==> src/hyper_ctrl_pkg.sv <==
// shared types and constants for the HyperBus sequencer, single PHY with a 16-bit data bus
// register offsets assume a byte-addressed APB window of 256 bytes
`default_nettype none

package hyper_ctrl_pkg;

    ////////////////////////////////////////////////////////////
    // widths
    ////////////////////////////////////////////////////////////

    localparam int unsigned TRANS_SIZE_W  = 16; // byte and beat counters
    localparam int unsigned ADDR_W        = 32;
    localparam int unsigned NR_CS_DEFAULT = 2;
    localparam int unsigned DELAY_W       = 3;  // RWDS delay-line tap
    localparam int unsigned T_REG_W       = 4;  // register-write wait in cycles

    // APB offsets
    localparam logic [7:0] REG_RECOVERY = 8'h00;
    localparam logic [7:0] REG_LATENCY  = 8'h04; // [4:0] access latency, [5] additional
    localparam logic [7:0] REG_DELAY    = 8'h08; // [2:0] delay tap, [11:8] variable latency check

    // timing values after reset
    localparam logic [31:0]        RST_RECOVERY = 32'd6;
    localparam logic [4:0]         RST_LATENCY  = 5'd6;
    localparam logic               RST_ADD_LAT  = 1'b1;
    localparam logic [DELAY_W-1:0] RST_DELAY    = DELAY_W'(2);
    localparam logic [3:0]         RST_VLC      = 4'd3;

    ////////////////////////////////////////////////////////////
    // types
    ////////////////////////////////////////////////////////////

    typedef enum logic [2:0] {
        IDLE,
        SETUP,
        REG_WAIT,
        WRITE_DATA,
        READ_DATA,
        RECOVERY
    } hyper_state_e;

    typedef struct packed {
        logic                    rw;         // 1 = read
        logic                    addr_space; // 1 = register space
        logic                    burst_type;
        logic [ADDR_W-1:0]       addr;
        logic [TRANS_SIZE_W-1:0] size;       // in bytes
        logic [4:0]              chip_sel;
        logic [15:0]             intreg;     // register write data
    } hyper_req_t;

    typedef struct packed {
        logic [4:0]         t_latency_access;
        logic               en_latency_additional;
        logic [DELAY_W-1:0] t_rwds_delay_line;
        logic [3:0]         t_variable_latency_check;
    } hyper_timing_t;

endpackage

`default_nettype wire
==> src/hyper_ctrl_top.sv <==
// HyperBus sequencer with its APB timing block, one PHY
// timing_o goes straight to the PHY, the recovery count stays inside
`timescale 1ns/1ps
`default_nettype none

module hyper_ctrl_top #(
    parameter int unsigned TRANS_SIZE = hyper_ctrl_pkg::TRANS_SIZE_W,
    parameter int unsigned NR_CS      = hyper_ctrl_pkg::NR_CS_DEFAULT
) (
    input  wire logic                          clk_i,
    input  wire logic                          rst_ni,

    input  wire hyper_ctrl_pkg::hyper_req_t    req_i,
    input  wire logic                          req_valid_i,
    output logic                               req_ready_o,

    output logic                               phy_valid_o,
    input  wire logic                          phy_ready_i,
    output hyper_ctrl_pkg::hyper_req_t         phy_req_o,

    input  wire logic                          rx_valid_i,
    input  wire logic                          rx_ready_i,
    input  wire logic                          tx_valid_i,
    input  wire logic                          tx_ready_i,

    input  wire logic [7:0]                    paddr_i,
    input  wire logic                          psel_i,
    input  wire logic                          penable_i,
    input  wire logic                          pwrite_i,
    input  wire logic [31:0]                   pwdata_i,
    output logic      [31:0]                   prdata_o,
    output logic                               pready_o,
    output logic                               pslverr_o,

    output logic      [TRANS_SIZE-1:0]         burst_o,
    output logic      [TRANS_SIZE-1:0]         remained_o,
    output logic      [1:0]                    mask_o,
    output logic      [NR_CS-1:0]              cs_o,
    output hyper_ctrl_pkg::hyper_timing_t      timing_o
);

    logic [31:0]                  t_recovery;
    hyper_ctrl_pkg::hyper_state_e state;
    logic                         tx_beat;
    logic [TRANS_SIZE-1:0]        mask_size;

    assign mask_size = TRANS_SIZE'(phy_req_o.size);

    hyper_cfg_regs i_cfg_regs (
        .clk_i        ( clk_i       ),
        .rst_ni       ( rst_ni      ),
        .paddr_i      ( paddr_i     ),
        .psel_i       ( psel_i      ),
        .penable_i    ( penable_i   ),
        .pwrite_i     ( pwrite_i    ),
        .pwdata_i     ( pwdata_i    ),
        .prdata_o     ( prdata_o    ),
        .pready_o     ( pready_o    ),
        .pslverr_o    ( pslverr_o   ),
        .t_recovery_o ( t_recovery  ),
        .timing_o     ( timing_o    )
    );

    hyper_trans_fsm #(
        .TRANS_SIZE ( TRANS_SIZE ),
        .NR_CS      ( NR_CS      )
    ) i_trans_fsm (
        .clk_i        ( clk_i       ),
        .rst_ni       ( rst_ni      ),
        .req_i        ( req_i       ),
        .req_valid_i  ( req_valid_i ),
        .req_ready_o  ( req_ready_o ),
        .phy_valid_o  ( phy_valid_o ),
        .phy_ready_i  ( phy_ready_i ),
        .phy_req_o    ( phy_req_o   ),
        .rx_valid_i   ( rx_valid_i  ),
        .rx_ready_i   ( rx_ready_i  ),
        .tx_valid_i   ( tx_valid_i  ),
        .tx_ready_i   ( tx_ready_i  ),
        .t_recovery_i ( t_recovery  ),
        .state_o      ( state       ),
        .burst_o      ( burst_o     ),
        .remained_o   ( remained_o  ),
        .tx_beat_o    ( tx_beat     ),
        .cs_o         ( cs_o        )
    );

    hyper_byte_mask #(
        .TRANS_SIZE ( TRANS_SIZE )
    ) i_byte_mask (
        .clk_i        ( clk_i               ),
        .rst_ni       ( rst_ni              ),
        .state_i      ( state               ),
        .tx_beat_i    ( tx_beat             ),
        .addr_lsb_i   ( phy_req_o.addr[1:0] ),
        .size_i       ( mask_size           ),
        .remained_i   ( remained_o          ),
        .mask_o       ( mask_o              )
    );

endmodule

`default_nettype wire

==> src/hyper_byte_mask.sv <==
// byte mask for the 16-bit DQ bus; bit 0 masks the first byte of a beat
`timescale 1ns/1ps
`default_nettype none

module hyper_byte_mask #(
    parameter int unsigned TRANS_SIZE = hyper_ctrl_pkg::TRANS_SIZE_W
) (
    input  wire logic                          clk_i,
    input  wire logic                          rst_ni,
    input  wire hyper_ctrl_pkg::hyper_state_e  state_i,
    input  wire logic                          tx_beat_i,
    input  wire logic [1:0]                    addr_lsb_i,
    input  wire logic [TRANS_SIZE-1:0]         size_i,
    input  wire logic [TRANS_SIZE-1:0]         remained_i,
    output logic      [1:0]                    mask_o
);

    logic [1:0] tail;      // end position of the transfer within a word
    logic [1:0] head_mask;
    logic [1:0] tail_mask;

    assign tail = addr_lsb_i + size_i[1:0];

    assign head_mask = addr_lsb_i[0]              ? 2'b01 :  // odd start, skip low byte
                       (size_i == TRANS_SIZE'(1)) ? 2'b10 :  // single byte
                                                    2'b00;

    // last beat ends mid-word
    assign tail_mask = ((remained_i <= TRANS_SIZE'(2)) && tail[0]) ? 2'b10 : 2'b00;

    always_ff @(posedge clk_i or negedge rst_ni)
    begin
        if (!rst_ni)
            mask_o <= 2'b00;
        else
        begin
            case (state_i)
                hyper_ctrl_pkg::IDLE:  mask_o <= 2'b00;
                hyper_ctrl_pkg::SETUP: mask_o <= head_mask;
                hyper_ctrl_pkg::WRITE_DATA:
                begin
                    if (tx_beat_i)
                        mask_o <= tail_mask;
                end
                default: ; // hold
            endcase
        end
    end

endmodule

`default_nettype wire

==> src/hyper_trans_fsm.sv <==
// one request in flight; a new request is taken only after the recovery wait
// register-space writes and non-burst writes skip the data phase
`timescale 1ns/1ps
`default_nettype none

module hyper_trans_fsm #(
    parameter int unsigned TRANS_SIZE = hyper_ctrl_pkg::TRANS_SIZE_W,
    parameter int unsigned NR_CS      = hyper_ctrl_pkg::NR_CS_DEFAULT
) (
    input  wire logic                        clk_i,
    input  wire logic                        rst_ni,

    input  wire hyper_ctrl_pkg::hyper_req_t  req_i,
    input  wire logic                        req_valid_i,
    output logic                             req_ready_o,

    output logic                             phy_valid_o,
    input  wire logic                        phy_ready_i,
    output hyper_ctrl_pkg::hyper_req_t       phy_req_o,

    input  wire logic                        rx_valid_i,
    input  wire logic                        rx_ready_i,
    input  wire logic                        tx_valid_i,
    input  wire logic                        tx_ready_i,

    input  wire logic [31:0]                 t_recovery_i,
    output hyper_ctrl_pkg::hyper_state_e     state_o,
    output logic      [TRANS_SIZE-1:0]       burst_o,
    output logic      [TRANS_SIZE-1:0]       remained_o,
    output logic                             tx_beat_o,
    output logic      [NR_CS-1:0]            cs_o
);

    logic        accept;
    logic        rx_beat;
    logic        beat;
    logic [31:0] cnt_q;     // shared by the register wait and the recovery
    logic [31:0] rec_load;

    // writes without a data phase
    function automatic logic is_reg_write(input hyper_ctrl_pkg::hyper_req_t r);
        return ~r.rw & (r.addr_space | ~r.burst_type);
    endfunction

    // 16-bit beats, one extra when the transfer starts or ends on an odd byte
    function automatic logic [TRANS_SIZE-1:0] beat_count(input hyper_ctrl_pkg::hyper_req_t r);
        logic odd;
        odd = r.size[0] | r.addr[0];
        return TRANS_SIZE'(r.size >> 1) + TRANS_SIZE'(odd);
    endfunction

    assign accept    = req_ready_o & req_valid_i;
    assign rx_beat   = (state_o == hyper_ctrl_pkg::READ_DATA) & rx_valid_i & rx_ready_i;
    assign tx_beat_o = (state_o == hyper_ctrl_pkg::WRITE_DATA) & tx_valid_i & tx_ready_i;
    assign beat      = rx_beat | tx_beat_o;
    assign rec_load  = (t_recovery_i == '0) ? '0 : t_recovery_i - 32'd1; // at least one cycle

    // request payload, held until the next accept
    always_ff @(posedge clk_i)
    begin
        if (accept)
            phy_req_o <= req_i;
    end

    ////////////////////////////////////////////////////////////
    // sequencing
    ////////////////////////////////////////////////////////////

    always_ff @(posedge clk_i or negedge rst_ni)
    begin
        if (!rst_ni)
        begin
            state_o     <= hyper_ctrl_pkg::IDLE;
            req_ready_o <= 1'b1;
            phy_valid_o <= 1'b0;
            burst_o     <= '0;
            remained_o  <= '0;
            cnt_q       <= '0;
        end
        else
        begin
            case (state_o)
                hyper_ctrl_pkg::IDLE:
                begin
                    if (accept)
                    begin
                        state_o     <= hyper_ctrl_pkg::SETUP;
                        req_ready_o <= 1'b0;
                        phy_valid_o <= 1'b1;
                        if (!is_reg_write(req_i))
                        begin
                            burst_o    <= beat_count(req_i);
                            remained_o <= beat_count(req_i);
                        end
                    end
                end
                hyper_ctrl_pkg::SETUP:
                begin
                    if (phy_ready_i) // phy_valid_o is high throughout setup
                    begin
                        phy_valid_o <= 1'b0;
                        if (is_reg_write(phy_req_o))
                        begin
                            state_o <= hyper_ctrl_pkg::REG_WAIT;
                            cnt_q   <= 32'(hyper_ctrl_pkg::T_REG_W);
                        end
                        else if (phy_req_o.rw)
                            state_o <= hyper_ctrl_pkg::READ_DATA;
                        else
                            state_o <= hyper_ctrl_pkg::WRITE_DATA;
                    end
                end
                hyper_ctrl_pkg::REG_WAIT:
                begin
                    if (cnt_q == '0)
                    begin
                        state_o <= hyper_ctrl_pkg::RECOVERY;
                        cnt_q   <= rec_load;
                    end
                    else
                        cnt_q <= cnt_q - 32'd1;
                end
                hyper_ctrl_pkg::WRITE_DATA,
                hyper_ctrl_pkg::READ_DATA:
                begin
                    if (remained_o == '0)
                    begin
                        state_o <= hyper_ctrl_pkg::RECOVERY;
                        burst_o <= '0;
                        cnt_q   <= rec_load;
                    end
                    else if (beat)
                        remained_o <= remained_o - TRANS_SIZE'(1); // stalls with the PHY
                end
                hyper_ctrl_pkg::RECOVERY:
                begin
                    if (cnt_q == '0)
                    begin
                        state_o     <= hyper_ctrl_pkg::IDLE;
                        req_ready_o <= 1'b1;
                    end
                    else
                        cnt_q <= cnt_q - 32'd1;
                end
                default: state_o <= hyper_ctrl_pkg::IDLE;
            endcase
        end
    end

    // one-hot chip select, quiet in idle
    always_comb
    begin
        cs_o = '0;
        if (state_o != hyper_ctrl_pkg::IDLE)
            for (int i = 0; i < NR_CS; i++)
                cs_o[i] = (phy_req_o.chip_sel == 5'(i));
    end

endmodule

`default_nettype wire

==> src/hyper_cfg_regs.sv <==
// APB timing registers, no wait states; writes take effect on the access phase
// unmapped offsets read as zero and flag pslverr_o
`timescale 1ns/1ps
`default_nettype none

module hyper_cfg_regs (
    input  wire logic                  clk_i,
    input  wire logic                  rst_ni,

    input  wire logic [7:0]            paddr_i,
    input  wire logic                  psel_i,
    input  wire logic                  penable_i,
    input  wire logic                  pwrite_i,
    input  wire logic [31:0]           pwdata_i,
    output logic      [31:0]           prdata_o,
    output logic                       pready_o,
    output logic                       pslverr_o,

    output logic      [31:0]           t_recovery_o,
    output hyper_ctrl_pkg::hyper_timing_t timing_o
);

    localparam int unsigned DW = hyper_ctrl_pkg::DELAY_W;

    logic wr_en;
    logic addr_hit;

    assign wr_en    = psel_i & penable_i & pwrite_i; // access phase only
    assign pready_o = 1'b1;

    always_ff @(posedge clk_i or negedge rst_ni)
    begin
        if (!rst_ni)
        begin
            t_recovery_o                      <= hyper_ctrl_pkg::RST_RECOVERY;
            timing_o.t_latency_access         <= hyper_ctrl_pkg::RST_LATENCY;
            timing_o.en_latency_additional    <= hyper_ctrl_pkg::RST_ADD_LAT;
            timing_o.t_rwds_delay_line        <= hyper_ctrl_pkg::RST_DELAY;
            timing_o.t_variable_latency_check <= hyper_ctrl_pkg::RST_VLC;
        end
        else if (wr_en)
        begin
            case (paddr_i)
                hyper_ctrl_pkg::REG_RECOVERY: t_recovery_o <= pwdata_i;
                hyper_ctrl_pkg::REG_LATENCY:
                begin
                    timing_o.t_latency_access      <= pwdata_i[4:0];
                    timing_o.en_latency_additional <= pwdata_i[5];
                end
                hyper_ctrl_pkg::REG_DELAY:
                begin
                    timing_o.t_rwds_delay_line        <= pwdata_i[DW-1:0];
                    timing_o.t_variable_latency_check <= pwdata_i[11:8];
                end
                default: ; // ignored, error flagged below
            endcase
        end
    end

    ////////////////////////////////////////////////////////////
    // read back
    ////////////////////////////////////////////////////////////

    always_comb
    begin
        prdata_o = '0;
        addr_hit = 1'b1;
        case (paddr_i)
            hyper_ctrl_pkg::REG_RECOVERY: prdata_o = t_recovery_o;
            hyper_ctrl_pkg::REG_LATENCY:
            begin
                prdata_o[4:0] = timing_o.t_latency_access;
                prdata_o[5]   = timing_o.en_latency_additional;
            end
            hyper_ctrl_pkg::REG_DELAY:
            begin
                prdata_o[DW-1:0] = timing_o.t_rwds_delay_line;
                prdata_o[11:8]   = timing_o.t_variable_latency_check;
            end
            default: addr_hit = 1'b0;
        endcase
    end

    assign pslverr_o = psel_i & penable_i & ~addr_hit;

endmodule

`default_nettype wire

==> config.mk <==
export PLATFORM = sky130hd
export DESIGN_NAME = hyper_ctrl_top
export DESIGN_NICKNAME = d
export VERILOG_FILES = /design/src/hyper_ctrl_pkg.sv /design/src/hyper_ctrl_top.sv /design/src/hyper_byte_mask.sv /design/src/hyper_trans_fsm.sv /design/src/hyper_cfg_regs.sv
export SDC_FILE = /design/constraint.sdc
export NUM_CORES = 1
export LEC_CHECK = 0
export ABC_AREA = 1
export BUFFER_PORTS_ARGS = -buffer_cell sky130_fd_sc_hd__buf_4
export CORE_MARGIN = 8
export CORE_UTILIZATION = 50
export CTS_BUF_LIST = sky130_fd_sc_hd__clkbuf_4 sky130_fd_sc_hd__clkbuf_8
export DETAILED_ROUTE_END_ITERATION = 8
export GPL_ROUTABILITY_DRIVEN = 0
export HOLD_SLACK_MARGIN = 0.06
export PLACE_DENSITY = 0.8
export SYNTH_ARGS = -nofsm -noshare
export SYNTH_HDL_FRONTEND = slang
export SYNTH_HIERARCHICAL = 1
export SYNTH_SLANG_ARGS = --single-unit
==> constraint.sdc <==
create_clock -name clk_i -period 6.1 [get_ports clk_i]
set_clock_uncertainty 0.1 [all_clocks]
set_input_delay 0.61 -clock clk_i [delete_from_list [all_inputs] [get_ports clk_i]]
set_output_delay 0.61 -clock clk_i [all_outputs]
set_load 0.02 [all_outputs]
# Word-level counts from Yosys, hierarchy flattened

Cells that the tools add are included.

Bits in registers: 188
Bits of input ports: 123
Output and inout port bits: 157
Word-level logic and storage cells: 129

$add $sub $neg: 5
Magnitude comparators: 1
Eq/ne operators: 20
Mux-type cells: 40
Bitwise operators: 19
Reduce and logical (&&, ||, !) cells: 25

Operators with widths:

| cell                                                            | count |
|---|---|
| two-way mux 32 bit                                              | 6 |
| case mux 32 bit (4 select lines)                                | 1 |
| two-way mux 16 bit                                              | 5 |
| logical NOT 32 bit                                              | 2 |
| case mux 16 bit (2 select lines)                                | 2 |
| subtractor 32 x 1 -> 32 bit, second input constant              | 2 |
| two-way mux 3 bit                                               | 7 |
| two-way mux 20 bit                                              | 1 |
| adder 15 x 1 -> 16 bit                                          | 1 |
| == test 16 x 1 -> 1 bit, second input constant                  | 1 |
| less-or-equal comparator 16 x 2 -> 1 bit, second input constant | 1 |
| logical NOT 16 bit                                              | 1 |
| subtractor 16 x 1 -> 16 bit, second input constant              | 1 |
| case mux 3 bit (5 select lines)                                 | 1 |
| AND reduction 5 bit                                             | 3 |
| inequality test 2 bit, second input constant                    | 7 |
| two-way mux 2 bit                                               | 6 |
| bitwise AND 1 bit                                               | 10 |
| case mux 3 bit (3 select lines)                                 | 1 |
| == test 8 x 3 -> 1 bit, second input constant                   | 1 |
| == test 8 x 4 -> 1 bit, second input constant                   | 1 |
| logical NOT 8 bit                                               | 1 |
| inequality test 2 x 1 -> 1 bit, second input constant           | 4 |
| case mux 4 bit (2 select lines)                                 | 1 |
| 22 further kinds                                                | 43 |

# Depth between registers and ports, before layout

Depth in word-level cells: 7
Mapped depth: 14
Mapped depth without buffers: 14

# Modules after synthesis

The synthesis kept the hierarchy.

Modules (own cells, without submodules):

| module          | times used | cells each | area an instance (µm²) | sequential area each (µm²) |
|---|---|---|---|---|
| hyper_trans_fsm | 1          | 1099       | 8294.2                 | 3890.0 |
| hyper_cfg_regs  | 1          | 312        | 2311.0                 | 1136.1 |
| hyper_byte_mask | 1          | 52         | 259.0                  | 50.0 |

# Worst setup path after synthesis

OpenSTA, ideal clock, no wires.

Kind: register -> register
Start: register i_trans_fsm.req_ready_o
End: register i_trans_fsm.state_o[0]
Library setup time: 131 ps
Data arrival time: 2736 ps
Slack: 3133 ps
Stages on the path, launching flop included: 7
Path through: dfstp_2 -> nand2_1 -> inv_1 -> o22ai_1 -> nand3b_1 -> nand2_1 -> o21ai_0

Longest elaborated chain between the ends: 3

Ends and longest elaborated chain:

| element                                | RTL line               | source |
|---|---|---|
| from (decl)                            | hyper_trans_fsm.sv:15  | `output logic req_ready_o,` |
| from (signal assigned)                 | hyper_trans_fsm.sv:74  | `req_ready_o <= 1'b1;` |
| from (signal assigned)                 | hyper_trans_fsm.sv:88  | `req_ready_o <= 1'b0;` |
| from (signal assigned)                 | hyper_trans_fsm.sv:140 | `req_ready_o <= 1'b1;` |
| bitwise AND 1 bit                      | hyper_trans_fsm.sv:52  | `assign accept = req_ready_o & req_valid_i;` |
| named net i_trans_fsm.accept           | hyper_trans_fsm.sv:34  | `logic accept;` |
| inequality test 2 bit (no source line) | -                      |  |
| AND reduction 5 bit (no source line)   | -                      |  |
| to (signal assigned)                   | hyper_trans_fsm.sv:73  | `state_o <= hyper_ctrl_pkg::IDLE;` |
| to (signal assigned)                   | hyper_trans_fsm.sv:87  | `state_o <= hyper_ctrl_pkg::SETUP;` |
| to (signal assigned)                   | hyper_trans_fsm.sv:104 | `state_o <= hyper_ctrl_pkg::REG_WAIT;` |
| to (decl)                              | hyper_trans_fsm.sv:27  | `output hyper_ctrl_pkg::hyper_state_e state_o,` |

The timed path passes the listed nets, and every way through them passes these cells.
A chain may end at the register's enable or synchronous reset.

# Worst setup path after layout

Start: register i_trans_fsm.state_o[1]
End: register i_trans_fsm.remained_o[6]

Longest elaborated chain between the ends: 6

Ends and longest elaborated chain:

| element                                                        | RTL line                                                            | source |
|---|---|---|
| == test 3 bit / == test 3 x 2 -> 1 bit (equally long branches) | hyper_trans_fsm.sv:53, hyper_trans_fsm.sv:82, hyper_trans_fsm.sv:54 |  |
| bitwise AND 1 bit (on tied branches) (2 in a row)              | hyper_trans_fsm.sv:53, hyper_trans_fsm.sv:54                        |  |
| bitwise OR 1 bit                                               | hyper_trans_fsm.sv:55                                               | `assign beat = rx_beat \| tx_beat_o;` |
| inequality test 2 x 1 -> 1 bit (no source line)                | -                                                                   |  |
| AND reduction 5 bit (no source line)                           | -                                                                   |  |
| to (signal assigned)                                           | hyper_trans_fsm.sv:93                                               | `remained_o <= beat_count(req_i);` |
| to (signal assigned)                                           | hyper_trans_fsm.sv:133                                              | `remained_o <= remained_o - TRANS_SIZE'(1);` |
| to (decl)                                                      | hyper_trans_fsm.sv:29                                               | `output logic [TRANS_SIZE-1:0] remained_o,` |

Several ways; a longest one is shown, not always the timed one.

==> metrics <==
status=finished, final reports clean; PostCTS Resize Cnt=0; Critical Path Max Stage Delay=about 0.9 ns; Final min period=slightly below 3 ns; Startpoint Class=flop; setup tns final=0 ns; Power Dens Cells=roughly 420 nW/um^2; worst reg2reg path endpoint=i_trans_fsm/remained_o[6]$_DFFE_PN0P_; worst-path fanout max=29; H-tree depth=4; Post-CTS Hold Buffers=0; Fillers=roughly 1900; GRT overflow=0; syn nets=1593; Fin. Hold Viols=0; class of the worst hold path=primary input to async pin; clock buffer depth=2; RSZ-0062 raised after global routing=no; Worst VDD drop=between 0.0002 and 0.00025 V; R2R setup slack=about 3.2 ns; Core Util, Final=0.626; Final setup viols=0; share of layout cells above drive strength 1=0.223; Avg Cell Area, Syn=7.43 sq um; post-synth cell types=46; die footprint=26700 sq um; Buf+Inv Stages, Crit Path=1; CP endpoint kind=flop; router iterations before antenna repair=5; die width=around 160 um; Sw Share=0.493; row cnt=54; asr flop ratio synth=0.617; Starting Density=0.504; Die Span Y=approximately 160 um; Routed WL per cell=roughly 16 um; Slew headroom=0.229; Most used DFF post-synth=dfrtp_1; Worst-path clk slew=about 0.12 ns; Final Non-Filler Cells=2017; Port Buf Inserts=approximately 280; Max Transition Viols Final=0; Worst-Margin Slew=1.15 ns; post-CTS setup buffer count=0; critical path class=flop to flop; Crit path arrival time=between 3 and 4 ns; hpwl dp=between 20000 and 30000 um; Post-Synthesis Cells=~1500; Worst path top cell family by delay=simple AND/OR/NAND/NOR gates; DP Area=between 10000 and 15000 sq um; Post-Syn Area=10900 sq um; GR Util met3=0.0660; clk_lat worst skew=approximately 0.5 ns; part of the power in registers=0.319; largest net degree at the start of global routing=74; CTS tree=yes; number of flops mapped to enable cells by yosys=around 70; vias=between 10000 and 15000; Yosys warnings=6; combinational share of power=0.523; drt total wl=approximately 33000 um; most used cell, CP=nand2_1; Core ar.=between 20000 and 25000 sq um; NetSw=about 2.8 mW; CTS Root Cell=clkbuf_8; initial antenna violation count=0; Sink Count=188; r2r startpoint=i_trans_fsm/state_o[1]$_DFFE_PN0P_; I/O pin count=between 200 and 300; Reg area=a little over 5000 sq um; vias per cell=~5.3; internal power=about 2.9 mW; met2 usage=0.394; maxcap violations=0; Leak Pwr=~7.1 nW; vias in the first global route=around 10000; cts bufs inserted=17; Placed Instances=just under 2000; Critical Path RT=6.38 ns; Routed Antenna Nets=0; area of the multi-input gates=4950 sq um; gr usage total=0.238; synth-to-layout area growth=24.2%; met1 usage=0.296; diodes inserted=0; DRC=0; Worst Setup SP=i_trans_fsm/state_o[1]$_DFFE_PN0P_; Tcrit/Tclk final=0.474; starting DRC count in detailed routing=982; sequential element share of the synthesized area=0.467; cell breakdown of the critical path=inv_1, nor2_2, nand2_1, nand2_2, o21ai_2, nor2_2, o21ai_0, nand2_1, nand2_1; Final Cell Area=13500 sq um; Final #Nets=between 1500 and 2000; FF-to-FF path depth=9; Max Clk Rate=around 0.35 GHz; Slowest-stage cell, CP=nor2_2; first-pass GRT wire length=slightly above 50000 um; global routing's busiest layer=met2; Seq cells post-synth=between 150 and 200; Clock power frac=0.158
-- cells in the final DEF (no fill, tap or decap), types with 15 or more instances in the layout --
cell type / count
nand3_1: 129
nor2_1: 217
xor2_1: 19
buf_4: 281
xnor2_1: 15
nor2_2: 18
nand4_1: 16
nor3_1: 17
o21ai_0: 32
o21ai_1: 20
dfrtp_1: 107
nand2_1: 520
clkbuf_8: 17
edfxtp_1: 72
inv_1: 142
nand2_2: 16
-- synth_stat cells (all sizes together), types with 4 or more instances --
cell type	instances	area share
nand2	539	0.19
nor2	244	0.096
inv	150	0.052
nand3	132	0.062
dfrtp	107	0.25
edfxtp	72	0.20
o21ai	58	0.029
buf	37	0.025
xor2	19	0.015
nor3	17	0.0078
nand4	16	0.0092
xnor2	15	0.012
a21oi	10	0.0050
dfstp	9	0.022
o21bai	8	0.0055
ha	7	0.0081
o211ai	4	0.0028
-- sequential cells by signal, indices dropped and copies added, names as in the netlist --
name                     cells
i_trans_fsm/req_ready_o      1
i_cfg_regs/t_recovery_o     32
i_trans_fsm/burst_o         16
i_trans_fsm/state_o          3
i_byte_mask/mask_o           2
i_trans_fsm/cnt_q           32
i_cfg_regs/timing_o         13
i_trans_fsm/phy_valid_o      1
i_trans_fsm/phy_req_o       72
i_trans_fsm/remained_o      16
-- final cells by class --
type | instances | share of cell area
inverters | 150 | 0.0417
clock inverters | 15 | 0.0153
flip-flops and latches | 188 | 0.376
clock buffers | 17 | 0.0173
repair buffers | 281 | 0.156
multi-input cells | 1086 | 0.367
well taps | 280 | 0.0260
-- layer usage --
layer,part of all wire,vias up,routed length [um]
li1,-,5144,-
met1,0.40,4932,13100
met2,0.49,477,15900
met3,0.092,59,3000
met4,0.023,0,755
met5,0,-,0
-- metrics by stage --
step | worst slack, ns | power (mW) | hold slack (ns)
2_1_floorplan | 3.13 | 3.98 | 0.214
3_3_place_gp | 3.32 | 4.73 | 0.364
3_5_place_dp | 3.24 | 4.78 | 0.365
4_1_cts | 3.24 | 5.69 | 0.100
5_1_grt | 2.93 | 6.12 | 0.130
6_report | 3.21 | 5.71 | 0.0812
-- worst max path at each step --
stage	endpoint	cells past startpoint
global route	i_trans_fsm/remained_o[6]$_DFFE_PN0P_	9
detailed placement	prdata_o[18]	7
floorplan	i_trans_fsm/state_o[0]$_DFFE_PN0P_	6
global placement	prdata_o[6]	7
finish	i_trans_fsm/remained_o[6]$_DFFE_PN0P_	9
CTS	prdata_o[18]	7
-- power groups by stage --
stage          clock, mW  sequential, mW  combinational, mW
2_1_floorplan          0            2.01               1.98
3_3_place_gp           0            1.84               2.89
3_5_place_dp           0            1.85               2.94
4_1_cts            0.913            1.82               2.96
5_1_grt            0.956            1.86               3.31
6_report           0.900            1.82               2.99
-- cells by family after synthesis --
family                   synth area share
buffers and inverters              0.0774
AO/OA/AOI/OAI                      0.0481
adder cells (fa/ha/maj)           0.00806
XOR/XNOR                           0.0274
flip-flops                          0.467
other                            0.000345
AND/OR/NAND/NOR                     0.371
Power figures use the tool's default switching activity.
